File: src/common/cpu_bus_pkg.sv
package cpu_bus_pkg;

    // cpu side
    localparam int CPU_ADDR_W = 16;
    localparam int CPU_DATA_W = 8;

    // system bus side
    localparam int BUS_DATA_W = 32;
    localparam int STRB_W     = BUS_DATA_W / CPU_DATA_W; // one strobe per cpu byte

    // ram layout, addr[1:0] lane, addr[7:2] word, addr[9:8] bank
    localparam int NUM_BANKS  = 4;
    localparam int BANK_WORDS = 64;
    localparam int LANE_W     = 2;
    localparam int WORD_IDX_W = 6;
    localparam int BANK_IDX_W = 2;

    localparam int WORD_LSB = LANE_W;
    localparam int BANK_LSB = LANE_W + WORD_IDX_W;

    localparam logic [CPU_ADDR_W-1:0] RAM_LIMIT     = 16'h0400; // first address above ram
    localparam logic [CPU_DATA_W-1:0] OPEN_BUS_DATA = 8'hff;

    // request broadcast from the bridge to all banks
    typedef struct packed {
        logic [NUM_BANKS-1:0]  psel;     // one bit per bank
        logic                  penable;
        logic                  pwrite;
        logic [WORD_IDX_W-1:0] paddr;    // word index inside the bank
        logic [BUS_DATA_W-1:0] pwdata;
        logic [STRB_W-1:0]     pstrb;
        logic [BANK_IDX_W-1:0] bank;     // steers the response mux
    } apb_req_t;

    // response of one slave
    typedef struct packed {
        logic                  pready;
        logic [BUS_DATA_W-1:0] prdata;
    } apb_rsp_t;

    typedef enum logic [1:0] {
        IDLE,
        SETUP,
        ACCESS,
        RESPOND  // wait for the registered pready
    } bridge_state_e;

endpackage
File: src/hdl/apb_response_mux.sv
`timescale 1ns/100ps

module apb_response_mux (
    input  logic                                           i_sysclk,
    input  logic                                           i_reset,
    input  cpu_bus_pkg::apb_req_t                          i_req,
    input  cpu_bus_pkg::apb_rsp_t [cpu_bus_pkg::NUM_BANKS-1:0] i_bank_rsp,
    output cpu_bus_pkg::apb_rsp_t                          o_rsp
);

    import cpu_bus_pkg::*;

    apb_rsp_t              sel_rsp;
    logic                  sel_ready;
    logic                  rsp_ready;
    logic [BUS_DATA_W-1:0] rsp_data;

    // bank field stays stable across the whole transfer
    assign sel_rsp   = i_bank_rsp[i_req.bank];
    assign sel_ready = sel_rsp.pready & i_req.penable;

    always_ff @(posedge i_sysclk) begin
        if (i_reset) begin
            rsp_ready <= 1'b0;
        end else begin
            rsp_ready <= sel_ready;  // one cycle pulse back to the bridge
        end
    end

    always_ff @(posedge i_sysclk) begin
        if (sel_ready) begin
            rsp_data <= sel_rsp.prdata;
        end
    end

    assign o_rsp.pready = rsp_ready;
    assign o_rsp.prdata = rsp_data;

endmodule

File: config.mk
export PLATFORM = sky130hd
export DESIGN_NAME = apb_response_mux
export DESIGN_NICKNAME = d
export VERILOG_FILES = /design/src/common/cpu_bus_pkg.sv /design/src/hdl/apb_response_mux.sv
export SDC_FILE = /design/constraint.sdc
export NUM_CORES = 1
export LEC_CHECK = 0
export BUFFER_PORTS_ARGS = -buffer_cell sky130_fd_sc_hd__buf_2
export CAP_MARGIN = 20
export CORE_MARGIN = 3
export CORE_UTILIZATION = 30
export DETAILED_ROUTE_END_ITERATION = 8
export HOLD_SLACK_MARGIN = 0.05
export PLACE_DENSITY = 0.76
export SLEW_MARGIN = 20
export SYNTH_ARGS = -nofsm -noshare
export SYNTH_HDL_FRONTEND = slang
export SYNTH_SLANG_ARGS = --single-unit
File: constraint.sdc
create_clock -name i_sysclk -period 2.3 [get_ports i_sysclk]
set_input_delay 0 -clock i_sysclk [delete_from_list [all_inputs] [get_ports i_sysclk]]
set_output_delay 0 -clock i_sysclk [all_outputs]
set_load 0.1 [all_outputs]
==> flow_summary.json <==
{
  "first_iter_violations": 58,
  "worst_path_most_repeated_cell": "dlygate4sd3_1",
  "ys_seq_area_frac": 0.525,
  "rows": 28,
  "yosys.area.top_type": "edfxtp_1",
  "synth_nets": 265,
  "clock-sinks": 33,
  "synth_simple_gate_area_share": 0.00938,
  "diodes": 0,
  "synth_ff_type": "edfxtp_1",
  "cts_setup_buffers": 0,
  "cts_made_buffers": 5,
  "yosys-top-cells-area": "edfxtp_1 51%, mux4_2 34%, mux4_1 5.6%",
  "grt_use_total": 0.146,
  "cts_max_path_buffers": 2,
  "first_pass_iters": 4,
  "synth_top_family_by_area": "multiplexers",
  "synth.top_cell.area_share": 0.514,
  "clk_pin_slew_ns": 0.07,
  "finalSetupViolations": 0,
  "async_reset_ff_frac": 0,
  "slew_violations": 0,
  "yosys_warnings": 0,
  "postRouteAntennaNets": 0,
  "cpMaxStageDelayCell": "dlygate4sd3_1",
  "syn-cell-area_um2": 1870,
  "start_util": 0.312,
  "muxShareOfSynthArea": 0.405,
  "final_nets": 437,
  "cp.arrival_ns": 1.50,
  "coreArea_um2": 5990,
  "crit_chain": "dlygate4sd3_1 -> buf_2 -> nand3b_1 -> o32ai_1 -> dlygate4sd3_1",
  "tightest_slew_ns": 0.510,
  "slew_headroom": 0.662,
  "powerDensity_nw_per_um2": 712,
  "utilization": 0.481,
  "yosysUniqueCellTypes": 15,
  "grt_pass1_wl_um": 8070,
  "tritoncts": "yes",
  "fin_cells": 329,
  "vias_per_cell": 4.74,
  "min_path_type": "in2reg",
  "grt_pass1_vias": 1652,
  "synthAdderAreaFrac": 0,
  "power_leakage_nw": 1.30,
  "worst_setup_path_end_kind": "register",
  "overflow": 0,
  "power_mw": 2.05,
  "die_x_um": 84.9,
  "synthXorXnorAreaFrac": 0,
  "area_delta_synth_final_pct": 54.4,
  "synth_compound_area_frac": 0.00804,
  "fin_crit_ns": 1.28,
  "dp_cells": 319,
  "h-tree-depth": 2,
  "finalWorstSetupSlack_ns": 1.02,
  "die_h_um": 84.9,
  "fmax_mhz": 782,
  "dpl_worst_slack_ns": 0.774,
  "crit_type": "in2reg",
  "place_congestion": 0.812,
  "status": "finished clean",
  "antenna_found_initial": 0,
  "fin_crit_sh": 0.556,
  "drive_above_1_share": 0.815,
  "wl_per_cell_um": 16.6,
  "setup_tns_ns": 0,
  "max_stage_delay_ns": 0.57,
  "syn_inst": 81,
  "cts_resized": 0,
  "peakVddDrop_v": 0.000392,
  "path_max_fanout": 2,
  "rsz0062_at_grt": "no",
  "drc_errors": 0,
  "ys_ff_latch": 33,
  "startpoint_type": "input port",
  "avgSynthCellArea_um2": 23.1,
  "synthTopCellsByCount": "32 x edfxtp_1, 28 x mux4_2, 4 x mux4_1, 3 x buf_12, 3 x buf_2",
  "routed_wl_um": 5470,
  "grt_max_degree": 33,
  "synth_edf_count": 32,
  "die-area_um2": 7210,
  "cts-hold-fix-buffers": 2,
  "portBuffers": 169,
  "ioPinCount": 217,
  "synth_most_common_cell": "edfxtp_1",
  "hold_viol_final": 0,
  "root_buffer": "clkbuf_8",
  "min-delay-start": "i_bank_rsp[109]",
  "setup.worst_path.start": "i_reset",
  "maxCapViolCount": 0,
  "num_vias": 1559,
  "crit_required_ns": 2.52,
  "place_hpwl_um": 4590
}
-- worst paths after layout --
path	end	slack, ns	cells after the start
worst max-delay path	rsp_ready	1.02	5
worst min-delay path	rsp_data[10]	0.11	2
-- worst max-delay path, delay by kind of cell --
family	cells	cell delay, ns
simple gates	1	0.14
compound gates	1	0.13
buf+inv	3	1.23
-- cell usage in the layout (no fill, tap or decap), drive strengths merged --
master	n
mux2i	2
clkinv	1
buf	172
dfxtp	1
nand3b	1
mux4	32
clkbuf	6
o22ai	1
edfxtp	32
nand2	1
bufinv	1
o32ai	1
nand2b	1
dlygate4sd3	2
-- state kept, by name, summed over array words and instances (netlist names) --
signal and cells:
rsp_data 32, rsp_ready 1
-- power breakdown --
group          total [mW]  switching (mW)  leakage (nW)  internal, mW
combinational       0.787           0.569         0.938         0.218
clock               0.512           0.193        0.0528         0.319
sequential          0.754          0.0143         0.308         0.740
total                2.05           0.776          1.30          1.28
-- layout make-up --
type	instances	area, um2
clock buffers	6	72.6
clock inverters	2	33.8
fillers	535	3110
multi-input cells	39	802
flip-flops and latches	33	981
well taps	75	93.8
repair buffers	174	901
-- per-layer routing --
layer | routed length, um | GRT usage | up-vias
met2 | 2950 | 0.266 | 85
met4 | 87 | 0.0446 | 0
met3 | 453 | 0.0456 | 6
met1 | 1980 | 0.163 | 749
met5 | 0 | 0 | -
li1 | - | - | 719
-- kinds of logic after synthesis --
group	Yosys count
muxes	34
buffers and inverters	9
AOI/OAI and AO/OA	2
DFF	33
and+or+nand+nor	3
-- through the flow --
stage	hold slack (ns)	instance area [um2]
floorplan	0.122	1870
global placement	0.222	2760
detailed placement	0.222	2760
CTS	0.0998	2880
global route	0.101	2880
finish	0.111	2880
No activity file was read; power rests on OpenSTA's default activity.
