==> src/common/cpu_bus_pkg.sv <==
package cpu_bus_pkg;

    // cpu side
    localparam int CPU_ADDR_W = 16;
    localparam int CPU_DATA_W = 8;

    // system bus side
    localparam int BUS_DATA_W = 32;
    localparam int STRB_W     = BUS_DATA_W / CPU_DATA_W; // one strobe per cpu byte

    // ram layout, addr[1:0] lane, addr[7:2] word, addr[9:8] bank
    localparam int NUM_BANKS  = 4;
    localparam int BANK_WORDS = 64;
    localparam int LANE_W     = 2;
    localparam int WORD_IDX_W = 6;
    localparam int BANK_IDX_W = 2;

    localparam int WORD_LSB = LANE_W;
    localparam int BANK_LSB = LANE_W + WORD_IDX_W;

    localparam logic [CPU_ADDR_W-1:0] RAM_LIMIT     = 16'h0400; // first address above ram
    localparam logic [CPU_DATA_W-1:0] OPEN_BUS_DATA = 8'hff;

    // request broadcast from the bridge to all banks
    typedef struct packed {
        logic [NUM_BANKS-1:0]  psel;     // one bit per bank
        logic                  penable;
        logic                  pwrite;
        logic [WORD_IDX_W-1:0] paddr;    // word index inside the bank
        logic [BUS_DATA_W-1:0] pwdata;
        logic [STRB_W-1:0]     pstrb;
        logic [BANK_IDX_W-1:0] bank;     // steers the response mux
    } apb_req_t;

    // response of one slave
    typedef struct packed {
        logic                  pready;
        logic [BUS_DATA_W-1:0] prdata;
    } apb_rsp_t;

    typedef enum logic [1:0] {
        IDLE,
        SETUP,
        ACCESS,
        RESPOND  // wait for the registered pready
    } bridge_state_e;

endpackage
==> src/hdl/cpu_bus_bridge.sv <==
`timescale 1ns/100ps

module cpu_bus_bridge (
    input  logic                               i_sysclk,
    input  logic                               i_reset,

    input  logic                               i_cpu_valid,
    input  logic                               i_cpu_rwb,
    input  logic [cpu_bus_pkg::CPU_ADDR_W-1:0] i_cpu_addr,
    input  logic [cpu_bus_pkg::CPU_DATA_W-1:0] i_cpu_data,

    input  cpu_bus_pkg::apb_rsp_t              i_rsp,
    output cpu_bus_pkg::apb_req_t              o_req,

    output logic [cpu_bus_pkg::CPU_DATA_W-1:0] o_cpu_data,
    output logic                               o_cpu_rdy,
    output logic                               o_cpu_reset
);

    import cpu_bus_pkg::*;

    bridge_state_e state;
    bridge_state_e state_next;

    // latched cpu access
    logic [CPU_ADDR_W-1:0] lat_addr;
    logic                  lat_rwb;
    logic [CPU_DATA_W-1:0] lat_data;

    logic [BANK_IDX_W-1:0] lat_bank;
    logic [WORD_IDX_W-1:0] lat_word;
    logic [LANE_W-1:0]     lat_lane;

    logic                  accept;
    logic                  is_ram;
    logic                  in_transfer;
    logic                  done;
    logic [CPU_DATA_W-1:0] rd_byte;

    // cpu is only stalled while a ram transfer is in flight
    assign o_cpu_rdy = (state == IDLE);
    assign accept    = i_cpu_valid & o_cpu_rdy;

    // the only memory map decode in the design
    assign is_ram = (i_cpu_addr < RAM_LIMIT);

    assign lat_bank = lat_addr[BANK_LSB +: BANK_IDX_W];
    assign lat_word = lat_addr[WORD_LSB +: WORD_IDX_W];
    assign lat_lane = lat_addr[LANE_W-1:0];

    assign in_transfer = (state == SETUP) || (state == ACCESS);
    assign done        = (state == RESPOND) && i_rsp.pready;

    assign rd_byte = i_rsp.prdata[lat_lane*CPU_DATA_W +: CPU_DATA_W];

    always_comb begin
        state_next = state;
        case (state)
            IDLE: begin
                if (accept && is_ram) begin
                    state_next = SETUP;
                end
            end
            SETUP:   state_next = ACCESS;
            ACCESS:  state_next = RESPOND;
            RESPOND: begin
                if (i_rsp.pready) begin // response stage latency is not assumed
                    state_next = IDLE;
                end
            end
            default: state_next = IDLE;
        endcase
    end

    always_ff @(posedge i_sysclk) begin
        if (i_reset) begin
            state <= IDLE;
        end else begin
            state <= state_next;
        end
    end

    // cpu held in reset until one cycle after the system reset drops
    always_ff @(posedge i_sysclk) begin
        if (i_reset) begin
            o_cpu_reset <= 1'b1;
        end else begin
            o_cpu_reset <= 1'b0;
        end
    end

    always_ff @(posedge i_sysclk) begin
        if (accept) begin
            lat_addr <= i_cpu_addr;
            lat_rwb  <= i_cpu_rwb;
            lat_data <= i_cpu_data;
        end
    end

    // read data holds until the next read finishes
    always_ff @(posedge i_sysclk) begin
        if (accept && !is_ram && i_cpu_rwb) begin
            o_cpu_data <= OPEN_BUS_DATA;  // unmapped, answer at once
        end else if (done && lat_rwb) begin
            o_cpu_data <= rd_byte;
        end
    end

    // request fields come from the latched access so they stay stable
    always_comb begin
        o_req.psel    = '0;
        if (in_transfer) begin
            o_req.psel = NUM_BANKS'(1) << lat_bank;
        end
        o_req.penable = (state == ACCESS);
        o_req.pwrite  = ~lat_rwb;
        o_req.paddr   = lat_word;
        o_req.pwdata  = {STRB_W{lat_data}};  // byte on every lane
        o_req.pstrb   = '0;
        if (!lat_rwb) begin
            o_req.pstrb = STRB_W'(1) << lat_lane;
        end
        o_req.bank    = lat_bank;
    end

endmodule

==> config.mk <==
export PLATFORM = sky130hd
export DESIGN_NAME = cpu_bus_bridge
export DESIGN_NICKNAME = d
export VERILOG_FILES = /design/src/common/cpu_bus_pkg.sv /design/src/hdl/cpu_bus_bridge.sv
export SDC_FILE = /design/constraint.sdc
export NUM_CORES = 1
export LEC_CHECK = 0
export ABC_CLOCK_PERIOD_IN_PS = 3500
export BUFFER_PORTS_ARGS = -buffer_cell sky130_fd_sc_hd__buf_2
export CAP_MARGIN = 40
export CORE_MARGIN = 10
export CORE_UTILIZATION = 43
export CTS_BUF_LIST = sky130_fd_sc_hd__clkbuf_16
export DETAILED_ROUTE_END_ITERATION = 16
export PLACE_DENSITY = 0.89
export SLEW_MARGIN = 20
export SYNTH_ARGS = -nofsm -noshare
export SYNTH_HDL_FRONTEND = slang
export SYNTH_SLANG_ARGS = --single-unit
==> constraint.sdc <==
create_clock -name i_sysclk -period 3.5 [get_ports i_sysclk]
set_input_delay 0.35 -clock i_sysclk [delete_from_list [all_inputs] [get_ports i_sysclk]]
set_output_delay 0.35 -clock i_sysclk [all_outputs]
set_load 0.005 [all_outputs]
==> out/metrics.yaml <==
slew_viol_final: 0
dpl_cell_area_um2: 2000
ctsResizeCount: 0
power.leakage_nw: 1.04
grt-ovfl-total: 0
synth_nets: 193
die_width_um: 80.7
pin_count: 121
fin_crit_sh_pct: 51.2
fin_util_pct: 62.2
finalHoldViolCount: 0
wl_per_cell_um: 17.2
ys_seq_area_share_pct: 50.0
clock_path_buffers: 2
startpoint_type: "register"
synth_mux_area_share_pct: 12.6
ys_warn_count: 0
viasPerCell: 4.75
crit_start: "state[1]"
hold_buffers: 0
critPathKind: "reg2out"
clk_pin_slew_worst_paths_ns: 0.05
post_cts_buffers: 0
grt_pass1_wl_mm: 6.87
htree_levels: 2
worstPathArrival_ns: 1.44
worst_hold_slack_ns: 0.238
fmax_ghz: 0.558
vdd_ir_drop_max_uv: 298
synth-simple-area-share_pct: 13.4
rows: 21
synth_compound_area_share_pct: 3.79
synth_edf_count: 19
initial_core_util_pct: 46.0
gp_congestion: 0.778
hp-start: "i_reset"
finalSetupViolCount: 0
setup_tns_ns: 0
grt_max_degree: 15
avgSynthCellArea_um2: 12.4
n_antenna_cell: 0
cp-end-kind: "primary output"
numPortBuffers: 120
clk_latency_ns: 0.26
vias: 1274
synthFlopType: "edfxtp_1"
hold_path.class: "in2reg"
layout.nets: 286
path_max_fanout: 5
drt-pass1-iter-count: 4
ant_nets: 0
layout-drive-gt1-share_pct: 62.6
syn_inst: 128
synth_top_family_by_area: "buffers and inverters"
grt_pass1_vias: 1384
clkSinkCount: 30
die_h_um: 80.7
status: "completed"
syn_to_final_growth_pct: 35.2
core-area_um2: 3440
tightestPinTransition_ns: 0.569
drt_iter0_markers: 46
max_slew_margin_pct: 62.0
fp.dieArea_um2: 6510
rsz0062_at_grt: "false"
fin_crit_ns: 1.79
antenna_found_initial: 0
synth_seq_cells: 30
fin_skew_ns: 0.00204
cap_violations: 0
clockRootBuffer: "clkbuf_16"
synth-xor-area-share_pct: 0
wl_mm: 4.60
hpwlAfterDp_mm: 4.06
synthArstFlopShare_pct: 0
crit_required_ns: 3.15
numCtsBuffers: 5
stdcell_area_um2: 2140
synthAdderAreaFrac_pct: 3.16
mappedNetlistArea_um2: 1580
cts_tree: "done"
powerDensity_nw_per_um2: 418
ys_types: 24
grt_usage_pct: 13.4
reg2reg_from: "state[0]"
drcViolationCount: 0
-- report_power, final --
part / switching, mW / internal, mW / total, mW
sequential: 0.0127 / 0.393 / 0.405
clock: 0.131 / 0.256 / 0.387
combinational: 0.0395 / 0.0617 / 0.101
-- worst paths after layout --
| path | end | slack [ns] | cells past startpoint |
|---|---|---|---|
| worst max-delay path | o_req[46] | 1.71 | 4 |
| worst min-delay path | o_cpu_reset | 0.24 | 1 |
| worst max register to register | lat_data[7] | 1.85 | 4 |
| worst min register to register | o_cpu_data[1] | 0.47 | 2 |
-- metrics by stage --
| stage | cells | worst slack (ns) | total power, mW |
|---|---|---|---|
| after floorplan | 128 | 1.85 | 0.470 |
| after global placement | 259 | 1.58 | 0.509 |
| after detailed placement | 260 | 1.84 | 0.515 |
| after CTS | 268 | 1.67 | 0.904 |
| after global routing | 268 | 1.59 | 0.932 |
| final | 268 | 1.71 | 0.893 |
-- sequential cells by signal, summed over array words and instances (netlist names) --
name / count
lat_data: 8
o_cpu_reset: 1
lat_rwb: 1
state: 2
o_cpu_data: 8
lat_addr: 10
-- synthesized netlist by cell type, drive strengths merged, types with 2 or more instances --
library cell	n	area [um2]
inv	4	15.0
dfxtp	11	220
nor3b	3	22.5
edfxtp	19	571
nand3	9	45.0
and3	3	18.8
nand2	17	63.8
ha	4	50.1
mux4	8	180
nand2b	3	18.8
buf	35	254
mux2i	2	20.0
-- cell usage in the layout (no fill, tap or decap) --
| cell | instances |
|---|---|
| dfxtp_1 | 11 |
| mux2i_1 | 2 |
| and3_1 | 3 |
| o41a_1 | 1 |
| a221oi_2 | 1 |
| or3b_1 | 1 |
| buf_2 | 120 |
| nor2_1 | 1 |
| buf_8 | 1 |
| clkinv_2 | 1 |
| o311ai_4 | 1 |
| inv_2 | 1 |
| and2_1 | 1 |
| edfxtp_1 | 19 |
| mux4_2 | 8 |
| or4_4 | 1 |
| and3b_1 | 1 |
| o21bai_1 | 1 |
| inv_1 | 5 |
| nand2_1 | 17 |
| ha_1 | 4 |
| nor3b_1 | 3 |
| nand2b_1 | 3 |
| nor3_1 | 1 |
| nand3_1 | 9 |
| clkbuf_16 | 5 |
-- per-layer routing --
layer / track usage [%] / share of wire [%]
met1: 12.5 / 34
met2: 24.2 / 50
met3: 7.80 / 15
met4: 3.63 / 0.61
met5: 0 / 0
-- critical path: stages (launching register included) --
cell and delay [ns]:
dfxtp_1 0.38, inv_1 0.08, ha_1 0.34, nor3b_1 0.22, buf_2 0.15
-- kinds of logic (layout without fill, tap and decap cells) --
kind of cell	after synthesis	after routing
AOI/OAI and AO/OA	4	4
adders and majority gates	4	4
buffers and inverters	39	133
DFF	30	30
muxes	10	10
and+or+nand+nor	41	41
-- cell type report --
type | count | area, um2
Fill cell | 288 | 1300
Inverter | 4 | 15.0
Clock inverter | 3 | 12.5
Clock buffer | 5 | 125
Multi-Input combinational cell | 59 | 523
Tap cell | 46 | 57.6
Sequential cell | 30 | 791
Timing Repair Buffer | 121 | 616
(Power assumes the default switching activity.)
